===== config.mk =====
export PLATFORM = sky130hd
export DESIGN_NAME = fpu_unit
export DESIGN_NICKNAME = d
export VERILOG_FILES = /design/src/fpu_pkg.sv /design/src/fpu_excpt.sv /design/src/fpu_op_decode.sv /design/src/fpu_operand_fwd.sv /design/src/fpu_pipe_delay.sv /design/src/fpu_simd_exec.sv /design/src/fpu_unit.sv
export VERILOG_INCLUDE_DIRS = /design/src
export SDC_FILE = /design/constraint.sdc
export NUM_CORES = 2
export LEC_CHECK = 0
export ABC_CLOCK_PERIOD_IN_PS = 3300
export BUFFER_PORTS_ARGS = -buffer_cell sky130_fd_sc_hd__buf_4
export CAP_MARGIN = 20
export CORE_MARGIN = 2
export CORE_UTILIZATION = 45
export DETAILED_ROUTE_END_ITERATION = 16
export HOLD_SLACK_MARGIN = 0.1
export PLACE_DENSITY = 0.77
export SYNTH_ARGS = -nofsm -noshare
export SYNTH_HDL_FRONTEND = slang
export SYNTH_SLANG_ARGS = --single-unit

===== constraint.sdc =====
create_clock -name clk -period 3.3 [get_ports clk]
set_input_delay 0.33 -clock clk [delete_from_list [all_inputs] [get_ports clk]]
set_output_delay 0.33 -clock clk [all_outputs]
set_load 0.005 [all_outputs]

===== src/fpu_defs.svh =====
// widths and opcodes for the two-lane unit; the low two opcode bits are the decoder sub-selector
`ifndef FPU_DEFS_SVH
`define FPU_DEFS_SVH

// operand holds two single-precision lanes
`define FPU_DATA_W 64
`define FPU_LANE_W 32

// result bypass buses seen by each operand
`define FPU_NUM_BYPASS 4

`define FPU_TAG_W 6
`define FPU_OP_W 8

// logic group 0x1x
`define FPU_OP_AND 8'h10
`define FPU_OP_OR 8'h11
`define FPU_OP_XOR 8'h12
`define FPU_OP_ANDN 8'h13

// lane permute group 0x2x
`define FPU_OP_COPYA 8'h20
`define FPU_OP_SWAPB 8'h21
`define FPU_OP_DUPB 8'h22
`define FPU_OP_MERGE 8'h23

// packed single compare group 0x3x
`define FPU_OP_CMPEQ 8'h30
`define FPU_OP_CMPLT 8'h31

`endif


===== src/fpu_pkg.sv =====
// shared types of the unit; struct widths follow the macros in fpu_defs.svh
`default_nettype none

`include "fpu_defs.svh"

package fpu_pkg;

  typedef logic [`FPU_DATA_W-1:0] fpu_data_t;

  // one-hot bypass selects, at most one bit set over both fields
  typedef struct packed {
    logic [`FPU_NUM_BYPASS-1:0] now;
    logic [`FPU_NUM_BYPASS-1:0] prev;
  } fpu_fwd_sel_t;

  typedef struct packed {
    logic                 valid;
    logic [`FPU_TAG_W-1:0] tag;
    logic [`FPU_OP_W-1:0]  op;
    fpu_data_t            a;
    fpu_data_t            b;
    fpu_fwd_sel_t         a_sel;
    fpu_fwd_sel_t         b_sel;
  } fpu_issue_t;

  typedef enum logic [1:0] {
    CLASS_LOGIC,
    CLASS_PERM,
    CLASS_CMP,
    CLASS_NONE
  } fpu_class_t;

  typedef struct packed {
    logic                 valid;
    fpu_class_t           cls;
    logic [1:0]           sub;
    logic [`FPU_TAG_W-1:0] tag;
    logic                 illegal;
  } fpu_ctrl_t;

  // raised flags, same layout for the enable mask
  typedef struct packed {
    logic invalid;
    logic illegal;
  } fpu_flags_t;

  typedef struct packed {
    logic                 valid;
    logic [`FPU_TAG_W-1:0] tag;
    fpu_data_t            data;
    logic [1:0]           ret_code;
  } fpu_result_t;

endpackage

`default_nettype wire


===== src/fpu_excpt.sv =====
// combinational flag mask and retire code encode; illegal wins over invalid, code 3 is never made
`timescale 1ns/1ps
`default_nettype none

module fpu_excpt (
  input  fpu_pkg::fpu_flags_t flags,
  input  fpu_pkg::fpu_flags_t enable,
  output logic [1:0]          ret_code
);

  import fpu_pkg::*;

  fpu_flags_t raised;

  always_comb begin
    raised.invalid = flags.invalid & enable.invalid;
    raised.illegal = flags.illegal & enable.illegal;
    if (raised.illegal) begin
      ret_code = 2'd2;
    end else if (raised.invalid) begin
      ret_code = 2'd1;
    end else begin
      ret_code = 2'd0;
    end
  end

endmodule

`default_nettype wire


===== src/fpu_op_decode.sv =====
// opcode is captured at the issue edge and decoded after it; unknown codes come out as illegal
`timescale 1ns/1ps
`default_nettype none

`include "fpu_defs.svh"

module fpu_op_decode (
  input  wire                 clk,
  input  wire                 rst,
  input  fpu_pkg::fpu_issue_t issue,
  output fpu_pkg::fpu_ctrl_t  ctrl
);

  import fpu_pkg::*;

  logic                  valid_q;
  logic [`FPU_TAG_W-1:0] tag_q;
  logic [`FPU_OP_W-1:0]  op_q;

  always_ff @(posedge clk) begin
    tag_q <= issue.tag;
    op_q  <= issue.op;
    if (rst) begin
      valid_q <= 1'b0;
    end else begin
      valid_q <= issue.valid;
    end
  end

  always_comb begin
    ctrl.valid = valid_q;
    ctrl.tag   = tag_q;
    // opcodes keep the sub-selector in their two low bits
    ctrl.sub   = op_q[1:0];
    case (op_q)
      `FPU_OP_AND, `FPU_OP_OR, `FPU_OP_XOR, `FPU_OP_ANDN: begin
        ctrl.cls = CLASS_LOGIC;
      end
      `FPU_OP_COPYA, `FPU_OP_SWAPB, `FPU_OP_DUPB, `FPU_OP_MERGE: begin
        ctrl.cls = CLASS_PERM;
      end
      `FPU_OP_CMPEQ, `FPU_OP_CMPLT: begin
        ctrl.cls = CLASS_CMP;
      end
      default: begin
        ctrl.cls = CLASS_NONE;
      end
    endcase
    ctrl.illegal = (ctrl.cls == CLASS_NONE);
  end

endmodule

`default_nettype wire


===== src/fpu_operand_fwd.sv =====
// operand mux with one cycle latency; the select must be one-hot or zero over now and prev
`timescale 1ns/1ps
`default_nettype none

`include "fpu_defs.svh"

module fpu_operand_fwd (
  input  wire                                       clk,
  input  wire                                       rst,
  input  fpu_pkg::fpu_data_t                        value,
  input  fpu_pkg::fpu_fwd_sel_t                     sel,
  input  fpu_pkg::fpu_data_t [`FPU_NUM_BYPASS-1:0] bypass,
  output fpu_pkg::fpu_data_t                        operand
);

  import fpu_pkg::*;

  // bus values seen one clock before the issue edge
  fpu_data_t [`FPU_NUM_BYPASS-1:0] prev_bus;
  fpu_data_t                       fwd_operand;

  always_ff @(posedge clk) begin
    if (rst) begin
      prev_bus <= '0;
    end else begin
      prev_bus <= bypass;
    end
  end

  // now beats prev beats the issue value
  always_comb begin
    fwd_operand = value;
    for (int i = 0; i < `FPU_NUM_BYPASS; i++) begin
      if (sel.prev[i]) begin
        fwd_operand = prev_bus[i];
      end
    end
    for (int i = 0; i < `FPU_NUM_BYPASS; i++) begin
      if (sel.now[i]) begin
        fwd_operand = bypass[i];
      end
    end
  end

  // captured at the issue edge
  always_ff @(posedge clk) begin
    operand <= fwd_operand;
  end

endmodule

`default_nettype wire


===== src/fpu_pipe_delay.sv =====
// fixed delay of depth clocks, depth at least 1; payload_t must have a valid field
`timescale 1ns/1ps
`default_nettype none

module fpu_pipe_delay #(
  parameter type payload_t = fpu_pkg::fpu_result_t,
  parameter int  depth     = 1
) (
  input  wire      clk,
  input  wire      rst,
  input  payload_t d,
  output payload_t q
);

  payload_t stages [depth];

  always_ff @(posedge clk) begin
    stages[0] <= d;
    for (int i = 1; i < depth; i++) begin
      stages[i] <= stages[i-1];
    end
    // only the valid bits are cleared, payload keeps shifting
    if (rst) begin
      for (int i = 0; i < depth; i++) begin
        stages[i].valid <= 1'b0;
      end
    end
  end

  assign q = stages[depth-1];

endmodule

`default_nettype wire


===== src/fpu_simd_exec.sv =====
// one-cycle logic, permute and packed single compare stage; flags are zero for idle cycles
`timescale 1ns/1ps
`default_nettype none

`include "fpu_defs.svh"

module fpu_simd_exec (
  input  wire                         clk,
  input  wire                         rst,
  input  fpu_pkg::fpu_ctrl_t          ctrl,
  input  fpu_pkg::fpu_data_t          a,
  input  fpu_pkg::fpu_data_t          b,
  output logic                        valid,
  output logic [`FPU_TAG_W-1:0]       tag,
  output fpu_pkg::fpu_data_t          data,
  output fpu_pkg::fpu_flags_t         flags
);

  import fpu_pkg::*;

  localparam int LW    = `FPU_LANE_W;
  localparam int LANES = `FPU_DATA_W / `FPU_LANE_W;

  fpu_data_t  data_d;
  fpu_flags_t flags_d;

  // exponent all ones with nonzero mantissa
  function automatic logic lane_nan(input logic [LW-1:0] x);
    return (&x[30:23]) && (|x[22:0]);
  endfunction

  // signaling when the quiet bit is clear
  function automatic logic lane_snan(input logic [LW-1:0] x);
    return lane_nan(x) && !x[22];
  endfunction

  function automatic logic lane_eq(input logic [LW-1:0] x, input logic [LW-1:0] y);
    logic both_zero;
    both_zero = (x[30:0] == '0) && (y[30:0] == '0);
    return !lane_nan(x) && !lane_nan(y) && ((x == y) || both_zero);
  endfunction

  function automatic logic lane_lt(input logic [LW-1:0] x, input logic [LW-1:0] y);
    logic both_zero;
    logic lt;
    both_zero = (x[30:0] == '0) && (y[30:0] == '0);
    if (lane_nan(x) || lane_nan(y) || both_zero) begin
      lt = 1'b0;
    end else if (x[31] != y[31]) begin
      lt = x[31];
    end else if (x[31]) begin
      // both negative, larger magnitude is smaller
      lt = x[30:0] > y[30:0];
    end else begin
      lt = x[30:0] < y[30:0];
    end
    return lt;
  endfunction

  always_comb begin
    data_d  = '0;
    flags_d = '0;
    case (ctrl.cls)
      CLASS_LOGIC: begin
        case (ctrl.sub)
          2'd0:    data_d = a & b;
          2'd1:    data_d = a | b;
          2'd2:    data_d = a ^ b;
          default: data_d = a & ~b;
        endcase
      end
      CLASS_PERM: begin
        case (ctrl.sub)
          2'd0:    data_d = a;
          2'd1:    data_d = {b[LW-1:0], b[2*LW-1:LW]};
          2'd2:    data_d = {b[LW-1:0], b[LW-1:0]};
          default: data_d = {a[2*LW-1:LW], b[LW-1:0]};
        endcase
      end
      CLASS_CMP: begin
        for (int l = 0; l < LANES; l++) begin
          if (ctrl.sub == 2'd1) begin
            data_d[l*LW +: LW] = {LW{lane_lt(a[l*LW +: LW], b[l*LW +: LW])}};
            flags_d.invalid |= lane_nan(a[l*LW +: LW]) | lane_nan(b[l*LW +: LW]);
          end else begin
            data_d[l*LW +: LW] = {LW{lane_eq(a[l*LW +: LW], b[l*LW +: LW])}};
            flags_d.invalid |= lane_snan(a[l*LW +: LW]) | lane_snan(b[l*LW +: LW]);
          end
        end
      end
      default: begin
        flags_d.illegal = ctrl.illegal;
      end
    endcase
    if (!ctrl.valid) begin
      flags_d = '0;
    end
  end

  always_ff @(posedge clk) begin
    tag   <= ctrl.tag;
    data  <= data_d;
    flags <= flags_d;
    if (rst) begin
      valid <= 1'b0;
    end else begin
      valid <= ctrl.valid;
    end
  end

endmodule

`default_nettype wire


===== src/fpu_unit.sv =====
// fixed three-cycle pipeline, no stall or back-pressure; excpt_enable applies in the exec output cycle
`timescale 1ns/1ps
`default_nettype none

`include "fpu_defs.svh"

module fpu_unit (
  input  wire                                       clk,
  input  wire                                       rst,
  input  fpu_pkg::fpu_issue_t                       issue,
  input  fpu_pkg::fpu_data_t [`FPU_NUM_BYPASS-1:0] bypass,
  input  fpu_pkg::fpu_flags_t                       excpt_enable,
  output fpu_pkg::fpu_result_t                      result
);

  import fpu_pkg::*;

  fpu_data_t   opa;
  fpu_data_t   opb;
  fpu_ctrl_t   ctrl;
  fpu_flags_t  exec_flags;
  fpu_result_t exec_res;

  // stage 1, operands and controls
  fpu_operand_fwd u_fwd_a (
    .clk     (clk),
    .rst     (rst),
    .value   (issue.a),
    .sel     (issue.a_sel),
    .bypass  (bypass),
    .operand (opa)
  );

  fpu_operand_fwd u_fwd_b (
    .clk     (clk),
    .rst     (rst),
    .value   (issue.b),
    .sel     (issue.b_sel),
    .bypass  (bypass),
    .operand (opb)
  );

  fpu_op_decode u_decode (
    .clk   (clk),
    .rst   (rst),
    .issue (issue),
    .ctrl  (ctrl)
  );

  // stage 2, execute
  fpu_simd_exec u_exec (
    .clk   (clk),
    .rst   (rst),
    .ctrl  (ctrl),
    .a     (opa),
    .b     (opb),
    .valid (exec_res.valid),
    .tag   (exec_res.tag),
    .data  (exec_res.data),
    .flags (exec_flags)
  );

  fpu_excpt u_excpt (
    .flags    (exec_flags),
    .enable   (excpt_enable),
    .ret_code (exec_res.ret_code)
  );

  // stage 3, result register
  fpu_pipe_delay #(
    .payload_t (fpu_result_t),
    .depth     (1)
  ) u_res_dly (
    .clk (clk),
    .rst (rst),
    .d   (exec_res),
    .q   (result)
  );

endmodule

`default_nettype wire


Word-level counts from Yosys, hierarchy flattened
Memory sizes are Yosys's and may differ from the RTL's.
Cells that the tools add are included.
{ "word_totals": {"regBits": 472, "ram_bits": 73, "inputBits": 419, "output_inout_bits": 73, "wordCells": 134, "n_memories": 1} }
{ "mem_list": {"columns": ["name", "words", "width", "rd", "rd_ports_with_merged_regs", "write_ports", "line_no", "source"], "rows": [
  ["u_res_dly.stages", 1, 73, 1, 0, 2, "fpu_pipe_delay.sv:15", "payload_t stages [depth];"]
]} }
{ "op_classes": {"order_cmp": 4, "n_eq_ne": 19, "mux": 35, "bitwise": 14, "reduce_logical": 47} }
{ "ops": {"columns": ["operator", "count"], "rows": [
  ["2-to-1 mux 64 bit", 16],
  ["one-hot mux 64 bit (3 select lines)", 3],
  ["bitwise AND 64 bit", 2],
  ["logical NOT 31 bit", 4],
  ["OR reduction 23 bit", 4],
  ["== test 32 bit", 2],
  ["2-to-1 mux 32 bit", 2],
  ["inverter 64 bit", 1],
  ["bitwise OR 64 bit", 1],
  ["bitwise XOR 64 bit", 1],
  ["greater-than comparator 31 bit", 2],
  ["< comparator 31 bit", 2],
  ["== test 8 x 6 -> 1 bit, second input constant", 6],
  ["== test 8 x 5 -> 1 bit, second input constant", 4],
  ["AND reduction 8 bit", 4],
  ["logical AND 1 bit", 14],
  ["2-to-1 mux 1 bit", 12],
  ["OR reduction 4 bit", 3],
  ["logical NOT 1 bit", 8],
  ["== test 2 bit, second input constant", 3],
  ["logical OR 1 bit", 6],
  ["bitwise OR 1 bit", 6],
  ["one-hot mux 2 bit (3 select lines)", 1],
  ["== test 2 x 1 -> 1 bit, second input constant", 2],
  ["7 further kinds", 10]
]} }

Longest topological paths before layout
{ "depth": {"ltp_word": 8, "mapped_depth": 13, "depth_no_buf": 10} }

Modules after synthesis
A second synthesis with hierarchy kept.
{ "unflattened": {"cells_unflattened": 3929, "area_unflattened_um2": 34987.3} }
{ "modules_own_cells": {"columns": ["mod", "n_inst", "cells_per_inst", "area_each_um2", "seq_area_each_um2"], "rows": [
  ["fpu_operand_fwd", 2, 1335, 12318.1, 6406.1],
  ["fpu_simd_exec", 1, 1156, 8473.1, 1461.4],
  ["fpu_pipe_delay", 1, 74, 1475.2, 1461.4],
  ["fpu_op_decode", 1, 26, 384.1, 300.3],
  ["fpu_excpt", 1, 3, 18.8, 0.0]
]} }

Worst setup path after synthesis
No wires, ideal clock.
{ "synth_path": {"kind": "flip-flop to flip-flop", "start": "reg u_decode.op_q[0]", "end": "reg u_exec.data[17]", "setup_ps": 115, "arrival_ps": 2559, "t_required_ps": 3185, "path_slack_ps": 626, "stages_incl_launch_ff": 13, "path_buffers": 2, "synth_period_minus_slack_ps": 2674, "path_cell_list": "dfxtp_1 > inv_1 > ha_1 > buf_2 > o41ai_2 > nor3_1 > inv_1 > ha_1 > and2b_2 > and3_1 > o31a_2 > buf_6 > o21a_1"} }
{ "synth_via": {"elab_chain_len": 5, "word_cells_on_any_way": 24, "cone_classes": "14 x eq/ne; 5 x mux; 5 x reduce/logical"} }
{ "synth_lines": {"columns": ["item", "line_no", "source"], "rows": [
  ["from (decl)", "fpu_op_decode.sv:18", "logic [`FPU_OP_W-1:0] op_q;"],
  ["from (signal assigned)", "fpu_op_decode.sv:22", "op_q <= issue.op;"],
  ["== test 8 x 6 -> 1 bit or == test 8 x 5 -> 1 bit (tied branches)", "fpu_op_decode.sv:35", "case (op_q)"],
  ["OR reduction 4 bit or OR reduction 2 bit (tied branches)", "fpu_op_decode.sv:35", null],
  ["one-hot mux 2 bit (3 select lines)", "fpu_op_decode.sv:35", null],
  ["== test 2 bit (tied with other cells)", "fpu_simd_exec.sv:63", "case (ctrl.cls)"],
  ["one-hot mux 64 bit (3 select lines) *", "fpu_simd_exec.sv:63", null],
  ["via u_exec.data_d[17]", "fpu_simd_exec.sv:24", "fpu_data_t data_d;"],
  ["to (signal assigned)", "fpu_simd_exec.sv:102", "data <= data_d;"],
  ["to (decl)", "fpu_simd_exec.sv:15", "output fpu_pkg::fpu_data_t data,"]
]} }
The timed path passes the listed nets; every way through them passes the cells marked *.
A chain may end at the register's enable or synchronous reset.

Worst setup path after layout
{ "layout_path": {"start": "reg u_fwd_b.operand[14]", "end": "reg u_exec.data[4]"} }
{ "layout_via": {"elab_chain_len": 7, "word_cells_on_any_way": 18, "cone_classes": "2 x order compare; 1 x eq/ne; 5 x mux; 10 x reduce/logical"} }
{ "layout_lines": {"columns": ["item", "line_no", "source"], "rows": [
  ["from (decl)", "fpu_operand_fwd.sv:13", "output fpu_pkg::fpu_data_t operand"],
  ["from (signal assigned)", "fpu_operand_fwd.sv:47", "operand <= fwd_operand;"],
  ["parallel branches: the longest is 5 deep, another holds < comparator 31 bit", null, null],
  ["2-to-1 mux 32 bit *", "fpu_simd_exec.sv:82", "if (ctrl.sub == 2'd1) begin"],
  ["one-hot mux 64 bit (3 select lines) *", "fpu_simd_exec.sv:63", null],
  ["via u_exec.data_d[4]", "fpu_simd_exec.sv:24", null]
]} }
Mark *: on every way through the listed nets, which the timed path passes.

==> flow_summary_export.csv <==
group,metric,value,unit
place,hpwl,87700,um
routing,drt_first_pass_iters,7,
die,io-pin-count,492,
worst_setup_path,critical_path_required,3.82,ns
cells_and_area,final_cells,5316,
clock_tree,ctsResizeCount,0,
cells_and_area,fillers,5442,
logic_synthesis,synth_common_cells,"dfxtp_1, o21ai_0, nand2_1",
routing,drt-wirelength-per-cell,23.7,um
sta,fin_ws,0.219,ns
run,drv_cap,0,
global_route,antenna_found_initial,24,
logic_synthesis,synthSimpleGateAreaFrac,12.9,%
sta,tns,0,ns
logic_synthesis,synthArstFlopShare,0,%
global_route,grt_pass1_wl,186000,um
logic_synthesis,ys_seq_elements,545,
routing,drc,0,
die,die_y,262,um
sta,finalHoldViolations,0,
logic_synthesis,yosysTopAreaCell,"dfxtp_1",
clock_tree,cts.path.max_buffers,3,
logic_synthesis,synth_xor_area_share,1.87,%
logic_synthesis,synth-edff-count,0,
clock_tree,clkTransAtPathRegs,0.06,ns
logic_synthesis,yosys_warnings,0,
die,initial_utilization,45.5,%
routing,totalWireLength,126000,um
sta,skew,0.0418,ns
global_route,gr-usage-met3,8.82,%
clock_tree,cts_tree,"built",
logic_synthesis,netlist.area_leader.share,36.4,%
logic_synthesis,synth_top_family_by_area,"compound AO/OA/AOI/OAI gates",
clock_tree,htreeDepth,2,
place,numPortBuffers,491,
place,pre_cts_slack,0.262,ns
power_and_ir_drop,p_leak,17.3,nW
logic_synthesis,syn_avg_cell_area,8.07,um^2
sta,fin_crit,3.08,ns
sta,setup_viol_count_final,0,
worst_setup_path,critPathCaptureType,"register",
clock_tree,root_buffer,"clkbuf_16",
worst_setup_path,start_kind,"register",
clock_tree,cts_buffers,60,
logic_synthesis,yosysMostFrequentCell,"dfxtp_1",
worst_setup_path,arrival,3.60,ns
logic_synthesis,synthesis.nets,4265,
sta,max-slew-margin-rel,29.4,%
sta,worst-slew-pin-transition,1.06,ns
logic_synthesis,yosys_most_used_dff,"dfxtp_1",
global_route,busiest_layer,"met2",
sta,fin_crit_sh,93.4,%
power_and_ir_drop,peakVddDrop,0.463,mV
logic_synthesis,muxShareOfSynthArea,9.09,%
routing,vias,32100,
sta,grt_setup_unrepaired,"false",
die,core_area,65900,um^2
logic_synthesis,synth_compound_area_share,26.4,%
power_and_ir_drop,power_density,454,nW/um^2
routing,routed_via_density,6.04,
routing,ant_nets,0,
worst_setup_path,crit_fanout,32,
die,die_area,68600,um^2
cells_and_area,nets,4941,
sta,hold_ws,0.254,ns
logic_synthesis,postSynthCellCount,3712,
global_route,grt_start_max_net_pins,98,
sta,slew_violations,0,
place,globalplace.congestion,0.993,
die,fp.dieW,262,um
logic_synthesis,yosysSeqAreaShare,36.4,%
global_route,grt_overflow,0,
global_route,grt_pass1_vias,30700,
logic_synthesis,syn_area,29900,um^2
place,dp.cells,4903,
logic_synthesis,netlist_top_cells_area,"dfxtp_1, o21ai_0, a21oi_1",
logic_synthesis,synth_fa_ha_area_share,5.60,%
routing,drt_iter0_drc,4423,
cells_and_area,layout-drive-gt1-share,20.7,%
die,num_rows,94,
worst_setup_path,crit_type,"reg2reg",
clock_tree,insertion_delay,0.66,ns
hold_path,hp-class,"in2reg",
global_route,grt_usage,35.2,%
sta,max_freq,0.325,GHz
logic_synthesis,synth.distinct_cells,58,
global_route,met2_usage,53.3,%
status,outcome,"complete, no violations",
cells_and_area,layout-area-overhead-vs-synth,33.0,%
global_route,gr-usage-met1,46.6,%
clock_tree,cts_sinks,545,
-- repair_timing --
action | CTS | global route
setup buffers | 0 | 0
endpoints found under the hold margin | 390 | 0
hold buffers | 287 | 0
-- through the flow --
stage	utilization (%)	power (W)	area, um^2
final	60.5	0.0181	39800
after global routing	60.5	0.0187	39800
after CTS	60.4	0.0179	39800
after detailed placement	53.0	0.0108	34900
after global placement	53.0	0.0107	34900
after floorplan	-	0.00923	29900
-- cell families (layout without fill, tap and decap cells) --
family	after synthesis	in the layout
AND/OR/NAND/NOR	817	817
other	0	14
XOR/XNOR	64	64
buffers and inverters	591	1317
AO/OA/AOI/OAI	1305	1305
flip-flops	545	545
adder cells (fa/ha/maj)	134	134
multiplexers	256	256
-- worst paths after layout --
path / start / end / slack (ns) / depth (start not counted)
hold / removal: issue[15] / u_fwd_a.operand[19] / 0.25 / 3
setup / recovery: u_fwd_b.operand[14] / u_exec.data[4] / 0.22 / 10
setup reg to reg: u_fwd_b.operand[14] / u_exec.data[4] / 0.22 / 10
hold reg to reg: u_exec.data[28] / u_res_dly.stages[0][30] / 0.32 / 0
-- power breakdown --
| group | leakage, nW | total, W | internal, W | switching, W |
|---|---|---|---|---|
| registers | 4.52 | 0.00726 | 0.00692 | 0.000335 |
| logic | 11.8 | 0.00389 | 0.00169 | 0.00220 |
| clock network | 0.999 | 0.00695 | 0.00401 | 0.00294 |
-- flip-flops by register name, summed over array words and instances (netlist names) --
register	flops
u_fwd_b.prev_bus	256
u_res_dly.stages	73
u_exec.data	64
u_fwd_a.operand	64
u_fwd_b.operand	64
u_decode.op_q	8
u_decode.tag_q	6
u_exec.tag	6
u_exec.flags	2
u_decode.valid_q	1
u_exec.valid	1
-- cell type report --
type,count,area [um^2],area share (%)
Antenna cell,14,35.0,0.0880
Multi-Input combinational cell,2576,16700,42.0
Tap cell,864,1080,2.71
Clock buffer,89,1800,4.52
Sequential cell,545,10900,27.4
Inverter,283,1060,2.67
Timing Repair Buffer,922,7960,20.0
Clock inverter,23,244,0.613
-- metal layers --
metal	share of wire [%]	vias up
li1	-	14300
met4	5.8	14
met5	0.076	-
met2	43	2428
met1	40	14700
met3	12	624
-- worst max-delay path, stage by stage (launching register included) --
cell and delay [ns]:
dfxtp_1 0.49, inv_1 0.11, ha_1 0.34, nor4_1 0.45, nand3_1 0.24, a31oi_1 0.27, o41ai_1 0.11, and4_1 0.19
o31a_2 0.37, buf_12 0.18, o21a_1 0.20
-- cells in the final DEF, fill, tap and decap left out, types with 5 or more instances in the layout --
cell type      netlist  final
a21oi_1            403    403
a21oi_2             30     30
a221oi_1           129    129
a22o_1              64     64
a22oi_1             64     64
buf_12               0     25
buf_4                1    609
clkbuf_1           258     10
clkbuf_16            0     60
clkbuf_8             1     20
clkinv_2             0     10
clkinvlp_4           0      5
dfxtp_1            545    545
diode_2              0     14
dlygate4sd3_1        0    287
ha_1               134    131
inv_1              283    283
mux2_2             128    128
mux2i_1            128    128
nand2_1            427    427
nand3_1              7      7
nand4_1             17     17
nor2_1              90     89
nor2b_1            203    203
nor3_1               9      9
nor4_1              42     42
o21a_1              33     32
o21ai_0            490    490
o31ai_1             68     68
xor2_1              64     64
No activity file was read; power rests on OpenSTA's default activity.
